==> src/hdl/hazard_params.svh <==
`ifndef HAZARD_PARAMS_SVH
`define HAZARD_PARAMS_SVH

// register index width
// 32 integer and 32 fpu registers share one index space
`define REG_ADDR_W 5

// width of the result source code carried down the pipe
// one code per writeback mux input
`define RESULT_SRC_W 3

`endif

==> src/hdl/hazard_pkg.sv <==
package hazard_pkg;

    `include "hazard_params.svh"

    // writeback mux select as reported by each stage
    typedef enum logic [`RESULT_SRC_W-1:0] {
        src_alu        = 3'd0,
        src_load       = 3'd1,
        src_pc_plus4   = 3'd2,
        // fmv.w.x, integer value into the fpu register file
        src_fmv_x      = 3'd3,
        src_imm        = 3'd4,
        src_fpu_rd1    = 3'd5,
        src_fpu_result = 3'd6,
        src_input      = 3'd7
    } result_src_t;

    // integer operand mux in execute
    // mem codes reuse the result source encoding
    typedef enum logic [2:0] {
        fwd_int_alu        = 3'd0,
        fwd_int_wb         = 3'd1,
        fwd_int_pc_plus4   = 3'd2,
        fwd_int_imm        = 3'd4,
        fwd_int_fpu_rd1    = 3'd5,
        fwd_int_fpu_result = 3'd6,
        fwd_int_none       = 3'd7
    } fwd_int_t;

    // fpu operand mux in execute
    typedef enum logic [1:0] {
        fwd_fpu_none       = 2'd0,
        fwd_fpu_wb         = 2'd1,
        fwd_fpu_mem_result = 2'd2,
        fwd_fpu_mem_fmv    = 2'd3
    } fwd_fpu_t;

    // decode stage sources
    typedef struct packed {
        logic [`REG_ADDR_W-1:0] rs1;
        logic [`REG_ADDR_W-1:0] rs2;
        logic [`REG_ADDR_W-1:0] rs3;
        logic                   s_fpu;
        logic                   mem_write;
        // fused multiply-add reads rs3
        logic                   r4;
    } id_info_t;

    // execute stage
    typedef struct packed {
        logic [`REG_ADDR_W-1:0] rs1;
        logic [`REG_ADDR_W-1:0] rs2;
        logic [`REG_ADDR_W-1:0] rs3;
        logic [`REG_ADDR_W-1:0] rd;
        logic                   pc_src;
        result_src_t            result_src;
        logic                   mem_write;
        logic                   s_fpu;
        logic                   reg_write;
        logic                   fpu_reg_write;
        logic                   fast_dispatch;
        logic                   slow_dispatch;
    } ex_info_t;

    // memory stage
    typedef struct packed {
        logic [`REG_ADDR_W-1:0] rd;
        logic                   reg_write;
        result_src_t            result_src;
        logic                   mem_write;
        logic                   mem_read;
        logic                   fpu_reg_write;
        logic                   in_issued;
    } mem_info_t;

    // writeback stage
    typedef struct packed {
        logic [`REG_ADDR_W-1:0] rd;
        logic                   reg_write;
        logic                   fpu_reg_write;
    } wb_info_t;

    typedef struct packed {
        fwd_int_t rd1;
        fwd_int_t rd2;
        fwd_fpu_t fpu_rd1;
        fwd_fpu_t fpu_rd2;
        fwd_fpu_t fpu_rd3;
    } fwd_sel_t;

    typedef struct packed {
        logic f;
        logic d;
        logic e;
        logic m;
        logic w;
    } stall_t;

    typedef struct packed {
        logic d;
        logic e;
        logic m;
    } flush_t;

endpackage

==> src/hdl/forward_unit.sv <==
`timescale 1ns/10ps

`include "hazard_params.svh"

module forward_unit import hazard_pkg::*; (
    input  ex_info_t  ex,
    input  mem_info_t mem,
    input  wb_info_t  wb,
    output fwd_sel_t  fwd
);

    // operand enables per integer path
    logic rd1_en;
    logic rd2_en;

    // integer select for one source register
    // mem beats wb, x0 never forwarded
    function automatic fwd_int_t int_sel(
        input logic [`REG_ADDR_W-1:0] rs,
        input logic                   en,
        input mem_info_t              m,
        input wb_info_t               w
    );
        fwd_int_t sel;
        sel = fwd_int_none;
        if (en && m.reg_write && (rs == m.rd) && (rs != '0)) begin
            case (m.result_src)
                src_alu:        sel = fwd_int_alu;
                src_pc_plus4:   sel = fwd_int_pc_plus4;
                src_imm:        sel = fwd_int_imm;
                src_fpu_rd1:    sel = fwd_int_fpu_rd1;
                src_fpu_result: sel = fwd_int_fpu_result;
                // load, input and fmv_x not ready in mem yet
                default:        sel = fwd_int_alu;
            endcase
        end else if (en && w.reg_write && (rs == w.rd) && (rs != '0)) begin
            sel = fwd_int_wb;
        end
        return sel;
    endfunction

    // fpu select for one source register
    // no x0 special case in the fpu file
    function automatic fwd_fpu_t fpu_sel(
        input logic [`REG_ADDR_W-1:0] rs,
        input logic                   en,
        input mem_info_t              m,
        input wb_info_t               w
    );
        fwd_fpu_t sel;
        sel = fwd_fpu_none;
        if (en && m.fpu_reg_write && (rs == m.rd)) begin
            case (m.result_src)
                src_fpu_result: sel = fwd_fpu_mem_result;
                // fmv.w.x ahead, integer rd1 carried in mem
                src_fmv_x:      sel = fwd_fpu_mem_fmv;
                default:        sel = fwd_fpu_none;
            endcase
        end else if (en && w.fpu_reg_write && (rs == w.rd)) begin
            sel = fwd_fpu_wb;
        end
        return sel;
    endfunction

    // fsw still takes its base address from integer rs1
    assign rd1_en = ~ex.s_fpu | ex.mem_write;
    // rs2 of an fpu instruction is always an fpu register
    assign rd2_en = ~ex.s_fpu;

    assign fwd.rd1 = int_sel(ex.rs1, rd1_en, mem, wb);
    assign fwd.rd2 = int_sel(ex.rs2, rd2_en, mem, wb);

    // fpu paths only matter for fpu instructions
    assign fwd.fpu_rd1 = fpu_sel(ex.rs1, ex.s_fpu, mem, wb);
    assign fwd.fpu_rd2 = fpu_sel(ex.rs2, ex.s_fpu, mem, wb);
    assign fwd.fpu_rd3 = fpu_sel(ex.rs3, ex.s_fpu, mem, wb);

endmodule

==> src/hdl/fpu_issue_ctrl.sv <==
`timescale 1ns/10ps

module fpu_issue_ctrl (
    input  logic clk,
    input  logic rst,
    // fpu instruction sitting in execute
    input  logic dispatch,
    // result level from the fpu pipe
    input  logic valid,
    // memory back-pressure
    input  logic hold,
    output logic en_pulse,
    output logic fpu_stall
);

    // enable request and its last-cycle copy
    logic en_req;
    logic en_req_q;
    // pulse sent, result not seen yet
    logic waiting;

    // no start while memory is stalled
    // valid high means the result is already here
    assign en_req = dispatch & ~valid & ~hold;

    always_ff @(posedge clk) begin
        if (rst) begin
            en_req_q <= 1'b0;
        end else begin
            en_req_q <= en_req;
        end
    end

    // rising edge of the request only
    // dispatch stays high while execute is frozen
    assign en_pulse = en_req & ~en_req_q;

    always_ff @(posedge clk) begin
        if (rst) begin
            waiting <= 1'b0;
        end else if (en_pulse) begin
            waiting <= 1'b1;
        end else if (valid) begin
            waiting <= 1'b0;
        end
    end

    // stall from the pulse cycle through the last cycle without valid
    assign fpu_stall = en_pulse | (waiting & ~valid);

endmodule

==> src/hdl/hazard_unit.sv <==
`timescale 1ns/10ps

module hazard_unit import hazard_pkg::*; (
    input  logic      clk,
    input  logic      rst,
    // stage information from the pipeline
    input  id_info_t  id,
    input  ex_info_t  ex,
    input  mem_info_t mem,
    input  wb_info_t  wb,
    // data cache
    input  logic      cache_data_valid,
    // i/o module
    input  logic      in_data_valid,
    // fpu result levels
    input  logic      fast_fpu_valid,
    input  logic      slow_fpu_valid,
    // execute operand muxes
    output fwd_sel_t  fwd,
    output stall_t    stall,
    output flush_t    flush,
    output logic      lw_stall,
    output logic      cache_stall,
    output logic      in_stall,
    // one-cycle start strobes to the fpu
    output logic      fast_fpu_en,
    output logic      slow_fpu_en
);

    logic fast_stall;
    logic slow_stall;
    // memory back-pressure blocks a new fpu start
    logic fpu_hold;

    assign fpu_hold = cache_stall | in_stall;

    forward_unit i_forward_unit (
        .ex  (ex),
        .mem (mem),
        .wb  (wb),
        .fwd (fwd)
    );

    load_use_detect i_load_use_detect (
        .id       (id),
        .ex       (ex),
        .lw_stall (lw_stall)
    );

    // add, mul and friends, few cycles
    fpu_issue_ctrl i_fast_fpu_ctrl (
        .clk       (clk),
        .rst       (rst),
        .dispatch  (ex.fast_dispatch),
        .valid     (fast_fpu_valid),
        .hold      (fpu_hold),
        .en_pulse  (fast_fpu_en),
        .fpu_stall (fast_stall)
    );

    // divide and square root
    fpu_issue_ctrl i_slow_fpu_ctrl (
        .clk       (clk),
        .rst       (rst),
        .dispatch  (ex.slow_dispatch),
        .valid     (slow_fpu_valid),
        .hold      (fpu_hold),
        .en_pulse  (slow_fpu_en),
        .fpu_stall (slow_stall)
    );

    stall_flush_ctrl i_stall_flush_ctrl (
        .mem              (mem),
        .cache_data_valid (cache_data_valid),
        .in_data_valid    (in_data_valid),
        .lw_stall         (lw_stall),
        .pc_src           (ex.pc_src),
        .fast_stall       (fast_stall),
        .slow_stall       (slow_stall),
        .cache_stall      (cache_stall),
        .in_stall         (in_stall),
        .stall            (stall),
        .flush            (flush)
    );

endmodule

==> src/hdl/load_use_detect.sv <==
`timescale 1ns/10ps

module load_use_detect import hazard_pkg::*; (
    input  id_info_t id,
    input  ex_info_t ex,
    output logic     lw_stall
);

    // result of execute not available until after mem
    logic ex_late;
    // some decode source reads the execute destination
    logic src_match;
    // decode reads from the same register file execute writes
    logic kind_match;
    // decode needs integer operands only
    logic id_int_src;

    // lw and input data both arrive one stage late
    assign ex_late = (ex.result_src == src_load) | (ex.result_src == src_input);

    // rs3 only read by r4-type fused ops
    assign src_match = (id.rs1 == ex.rd) |
                       (id.rs2 == ex.rd) |
                       (id.r4 & (id.rs3 == ex.rd));

    // fsw counts as integer here, base address from the integer file
    assign id_int_src = ~id.s_fpu | id.mem_write;

    assign kind_match = (id_int_src & ex.reg_write) |
                        (~id_int_src & ex.fpu_reg_write);

    assign lw_stall = ex_late & src_match & kind_match;

endmodule

==> src/hdl/stall_flush_ctrl.sv <==
`timescale 1ns/10ps

module stall_flush_ctrl import hazard_pkg::*; (
    input  mem_info_t mem,
    input  logic      cache_data_valid,
    input  logic      in_data_valid,
    input  logic      lw_stall,
    // taken branch or jump in execute
    input  logic      pc_src,
    input  logic      fast_stall,
    input  logic      slow_stall,
    output logic      cache_stall,
    output logic      in_stall,
    output stall_t    stall,
    output flush_t    flush
);

    // freezes the whole pipe
    logic mem_stall;
    // either fpu pipe busy
    logic fpu_stall;

    // load or store waiting on the data cache
    assign cache_stall = (mem.mem_read | mem.mem_write) & ~cache_data_valid;
    // input instruction waiting on the i/o module
    assign in_stall = mem.in_issued & ~in_data_valid;

    assign mem_stall = cache_stall | in_stall;
    assign fpu_stall = fast_stall | slow_stall;

    // fetch address held by stall.f in every case
    assign stall.f = lw_stall | mem_stall | fpu_stall;
    assign stall.d = lw_stall | mem_stall | fpu_stall;
    // load-use lets execute move on, bubble goes in behind it
    assign stall.e = mem_stall | fpu_stall;
    assign stall.m = mem_stall;
    assign stall.w = mem_stall;

    assign flush.d = pc_src;
    // keep the load or input in execute while memory is stalled
    assign flush.e = (lw_stall | pc_src) & ~mem_stall;
    // fpu op must not reach mem until its result is valid
    assign flush.m = fpu_stall;

endmodule

==> config.mk <==
export PLATFORM = sky130hd
export DESIGN_NAME = hazard_unit
export DESIGN_NICKNAME = d
export VERILOG_FILES = /design/src/hdl/hazard_pkg.sv /design/src/hdl/forward_unit.sv /design/src/hdl/fpu_issue_ctrl.sv /design/src/hdl/hazard_unit.sv /design/src/hdl/load_use_detect.sv /design/src/hdl/stall_flush_ctrl.sv
export VERILOG_INCLUDE_DIRS = /design/src /design/src/hdl
export SDC_FILE = /design/constraint.sdc
export NUM_CORES = 1
export LEC_CHECK = 0
export ABC_AREA = 1
export BUFFER_PORTS_ARGS = -buffer_cell sky130_fd_sc_hd__buf_2
export CORE_MARGIN = 5
export CORE_UTILIZATION = 42
export DETAILED_ROUTE_END_ITERATION = 6
export PLACE_DENSITY = 0.89
export SYNTH_ARGS = -nofsm -noshare
export SYNTH_HDL_FRONTEND = slang
export SYNTH_SLANG_ARGS = --single-unit
==> constraint.sdc <==
create_clock -name clk -period 1.8 [get_ports clk]
set_input_delay 0 -clock clk [delete_from_list [all_inputs] [get_ports clk]]
set_output_delay 0 -clock clk [all_outputs]
set_load 0.02 [all_outputs]
==> Word level (Yosys, flattened, before mapping) <==
Cells that the tools add are included.
{ "word_totals": {"ff_bits": 4, "input_bits": 74, "out_inout_bits": 25, "wordCells": 101} }
{ "classes": {"eq_ne": 16, "n_mux": 16, "bitwise_logic": 41, "n_reduce_logical": 24} }
{ "ops": {"columns": ["op", "n"], "rows": [
  ["$eq 5x5->1", 9],
  ["$logic_and 1x1->1", 20],
  ["$and 1x1->1", 16],
  ["$or 1x1->1", 15],
  ["$eq 3x3->1 const B", 4],
  ["$mux 3", 4],
  ["$pmux 3 s4", 1],
  ["$not 1->1", 10],
  ["$reduce_bool 5->1", 2],
  ["$mux 1", 7],
  ["$eq 3x2->1 const B", 2],
  ["$mux 2", 3],
  ["$pmux 2 s2", 1],
  ["$reduce_bool 2->1", 2],
  ["$eq 3x1->1 const B", 1]
]} }

==> Logic depth before layout (Yosys ltp) <==
{ "depth": {"ltp_word": 9, "depth_mapped": 9, "mapped_depth_nobuf": 8} }

==> Cells and area by module <==
From an unflattened synthesis, not the netlist that was laid out.
{ "hier_totals": {"cells_unflattened": 290, "area_unflattened_um2": 1351.3} }
{ "modules_own_cells": {"columns": ["module", "instances", "cells_per_inst", "area_per_inst_um2", "seq_area_each_um2"], "rows": [
  ["forward_unit", 1, 169, 735.7, 0.0],
  ["load_use_detect", 1, 75, 312.8, 0.0],
  ["fpu_issue_ctrl", 2, 12, 93.8, 40.0],
  ["stall_flush_ctrl", 1, 19, 103.8, 0.0],
  ["hazard_unit", 1, 3, 11.3, 0.0]
]} }

==> Worst setup path before layout <==
OpenSTA, ideal clock, no wires.
{ "synth_path": {"kind": "in2out", "startpoint": "input in_data_valid", "endpoint": "output stall[4] (netlist name)", "arrival_time_ps": 1136, "t_required_ps": 1800, "slack_ps": 664, "cell_stages": 9, "cell_sequence": "inv_1 > nand2_1 > inv_1 > nor2_4 > nand3_1 > o21ai_0 > nor2_1 > nand3_1 > buf_4"} }
{ "synth_lines": {"columns": ["element", "line", "rtl"], "rows": [
  ["start: declaration", "hazard_unit.sv:14", "input logic in_data_valid,"],
  ["end: declaration", "hazard_unit.sv:20", "output stall_t stall,"]
]} }

==> results.toml <==
[synthesis]
syn_area_sq_mm = 0.001185
synth_nets = 310
ys_seq_area_frac = 0.06758
synth_area_leader_cell = "nand2_1"
ys_warn_count = 0
ys_top_cells_by_area = "nand2_1 24%, inv_1 16%, nor2_1 8.6%"
syn-instance-count = 236
synth.avg_cell_area_sq_um = 5.021
synth_cell_types = 26
synth.ff_latch_count = 4
synth_top_cell_area_share = 0.2439

[layout]
area_growth_pct = 47.62
layout_common_cells = "98 x buf_2, 77 x nand2_1, 51 x inv_1"
final_cells = 368
fin_nets = 413
final_layout_size_suffix_gt1_frac = 0.3205
antenna_cells = 0
finalInstanceArea_sq_mm = 0.001749
final_common_cell = "buf_2"

[drt]
wl_per_cell_um = 10.55
wl_mm = 3.884
dr_total_vias = 1741
ant_nets = 0
drcViolationCount = 0
drt_first_pass_iters = 4
vias_per_cell = 4.731
drt_iter0_markers = 114

[floorplanning]
die_w_um = 63.12
rows = 19
ios = 99
dieArea_sq_mm = 0.003984
start_util = 0.4334
coreArea_sq_mm = 0.002734
die_h_um = 63.12

[global_routing]
antenna_found_initial = 0
overflow = 0
grt_pass1_wl_mm = 6.430
groute.usage.overall = 0.1887
grt_max_degree = 6
grt_pass1_vias = 1674

[clocking]
clkLatencyLatePin_ps = 230
cts_root_buf = "clkbuf_4"
clock_sinks = 4
post_cts_resized = 0
cts_tree = "done"
hold_buffers = 5
numCtsBuffers = 3
clock_path_buffers = 2
cts_setup_buffers = 0
htree_num_levels = 1

[power_and_ir_drop]
total_power_uw = 569.5
intPower_uw = 323.6
p_comb_frac = 0.636
power_leakage_uw = 0.001111
power_density_mw_per_mm2 = 325.6
pwr-share-seq = 0.163
p_clk_frac = 0.201
p_sw_uw = 245.8
peakVddDrop_uv = 329.1
switching_share = 0.4317

[timing]
worst_pin_slew_ps = 308.2
finalCritPeriodShare = 0.7700
slew_violations = 0
fin_setup_tns_ps = 0
max-slew-margin-rel = 0.7927
fin_skew_ps = 0.02506
fin_ws_ps = 414.0
rsz0062_at_grt = "false"
fmax_ghz = 0.7215
setup_viol = 0
finalHoldViolations = 0
period_minus_slack_ps = 1386

[critical_path]
r2r_start = "i_slow_fpu_ctrl.waiting"
crit_fanout = 3
rrSetupSlack_ps = 1040
end_kind = "primary output"
critPathLaunchType = "input pin"
cp.required_ps = 1800
worstRegToRegCells = 4
path_class = "in -> out"
cp.arrival_ps = 1390
worst_r2r_endpoint = "i_slow_fpu_ctrl.waiting"

[placed_design]
portBuffers = 98
placed_area_sq_mm = 0.001677
dpl.hpwl_mm = 3.413
routabilityCongestion = 0.9651
post-place-ws_ps = 730.2
dp_cells = 360

[status]
status = "complete, no violations"

[worst_hold_path]
min_path_type = "in -> out"
worst_hold_path.endpoint = "flush[2]"
hold_depth = 2
min_from = "ex[9]"

[job]
drv_cap = 0
## power groups by stage
stage	combinational [uW]	clock [uW]	sequential, uW
floorplan	205	0	94.1
global placement	347	0	94.2
detailed placement	352	0	94.4
CTS	361	115	93.0
global route	406	122	93.1
finish	362	115	92.9
## synthesized netlist by cell type (all sizes together)
cell type / instances
dfxtp: 4
o22ai: 3
nor3: 5
nand3b: 1
o21bai: 1
nand3: 14
buf: 5
nand4: 3
xnor2: 10
a21boi: 1
nand2: 78
inv: 52
o21ai: 7
or2: 1
nor2: 28
clkinv: 1
nor4: 2
a21oi: 7
xor2: 11
o2111ai: 2
## layer usage
metal / wire [um] / up-vias / GRT usage
met5: 0 / - / 0
met4: 102 / 0 / 0.07162
met3: 452 / 13 / 0.05506
met2: 1902 / 96 / 0.3590
met1: 1426 / 716 / 0.1888
li1: - / 916 / -
## worst max-delay path: stages
cell	delay, ps
dlygate4sd3_1	520
buf_2	120
nor2_1	40
nand3_1	90
o21ai_0	130
nor2_1	190
nand3_1	120
buf_2	180
## cell families after synthesis
logic type                count (synthesis)  share of synthesized area
xor gates and xnor gates                 21                     0.1552
AOI/OAI and AO/OA                        21                     0.1056
DFF                                       4                    0.06758
buffers and inverters                    58                     0.2006
and+or+nand+nor                         132                     0.4710
## layout make-up
cell class | count | area, sq um
well taps | 31 | 38.79
multi-input cells | 174 | 867.1
fillers | 265 | 984.7
repair buffers | 103 | 540.5
clock buffers | 3 | 22.52
flip-flops and latches | 4 | 80.08
inverters | 53 | 200.2
## worst max path at each step
| stage | from | to | slack [ps] | cells past startpoint |
|---|---|---|---|---|
| floorplan | in_data_valid | stall[4] | 660 | 9 |
| global placement | cache_data_valid | stall[4] | 700 | 9 |
| detailed placement | cache_data_valid | stall[4] | 730 | 9 |
| CTS | slow_fpu_valid | stall[4] | 400 | 8 |
| global route | slow_fpu_valid | stall[3] | 290 | 8 |
| finish | slow_fpu_valid | stall[3] | 410 | 8 |
## through the flow
step                      utilization  hold slack (ps)
after floorplan                     -            71.55
after global placement         0.6133            198.4
after detailed placement       0.6133            198.4
after CTS                      0.6398            250.9
after global routing           0.6398            264.0
final                          0.6398            247.0
## registers in the layout, indices dropped and copies added, names as in the netlist
name / flops
i_fast_fpu_ctrl.en_req_q: 1
i_fast_fpu_ctrl.waiting: 1
i_slow_fpu_ctrl.en_req_q: 1
i_slow_fpu_ctrl.waiting: 1
No activity file was read; power rests on OpenSTA's default activity.
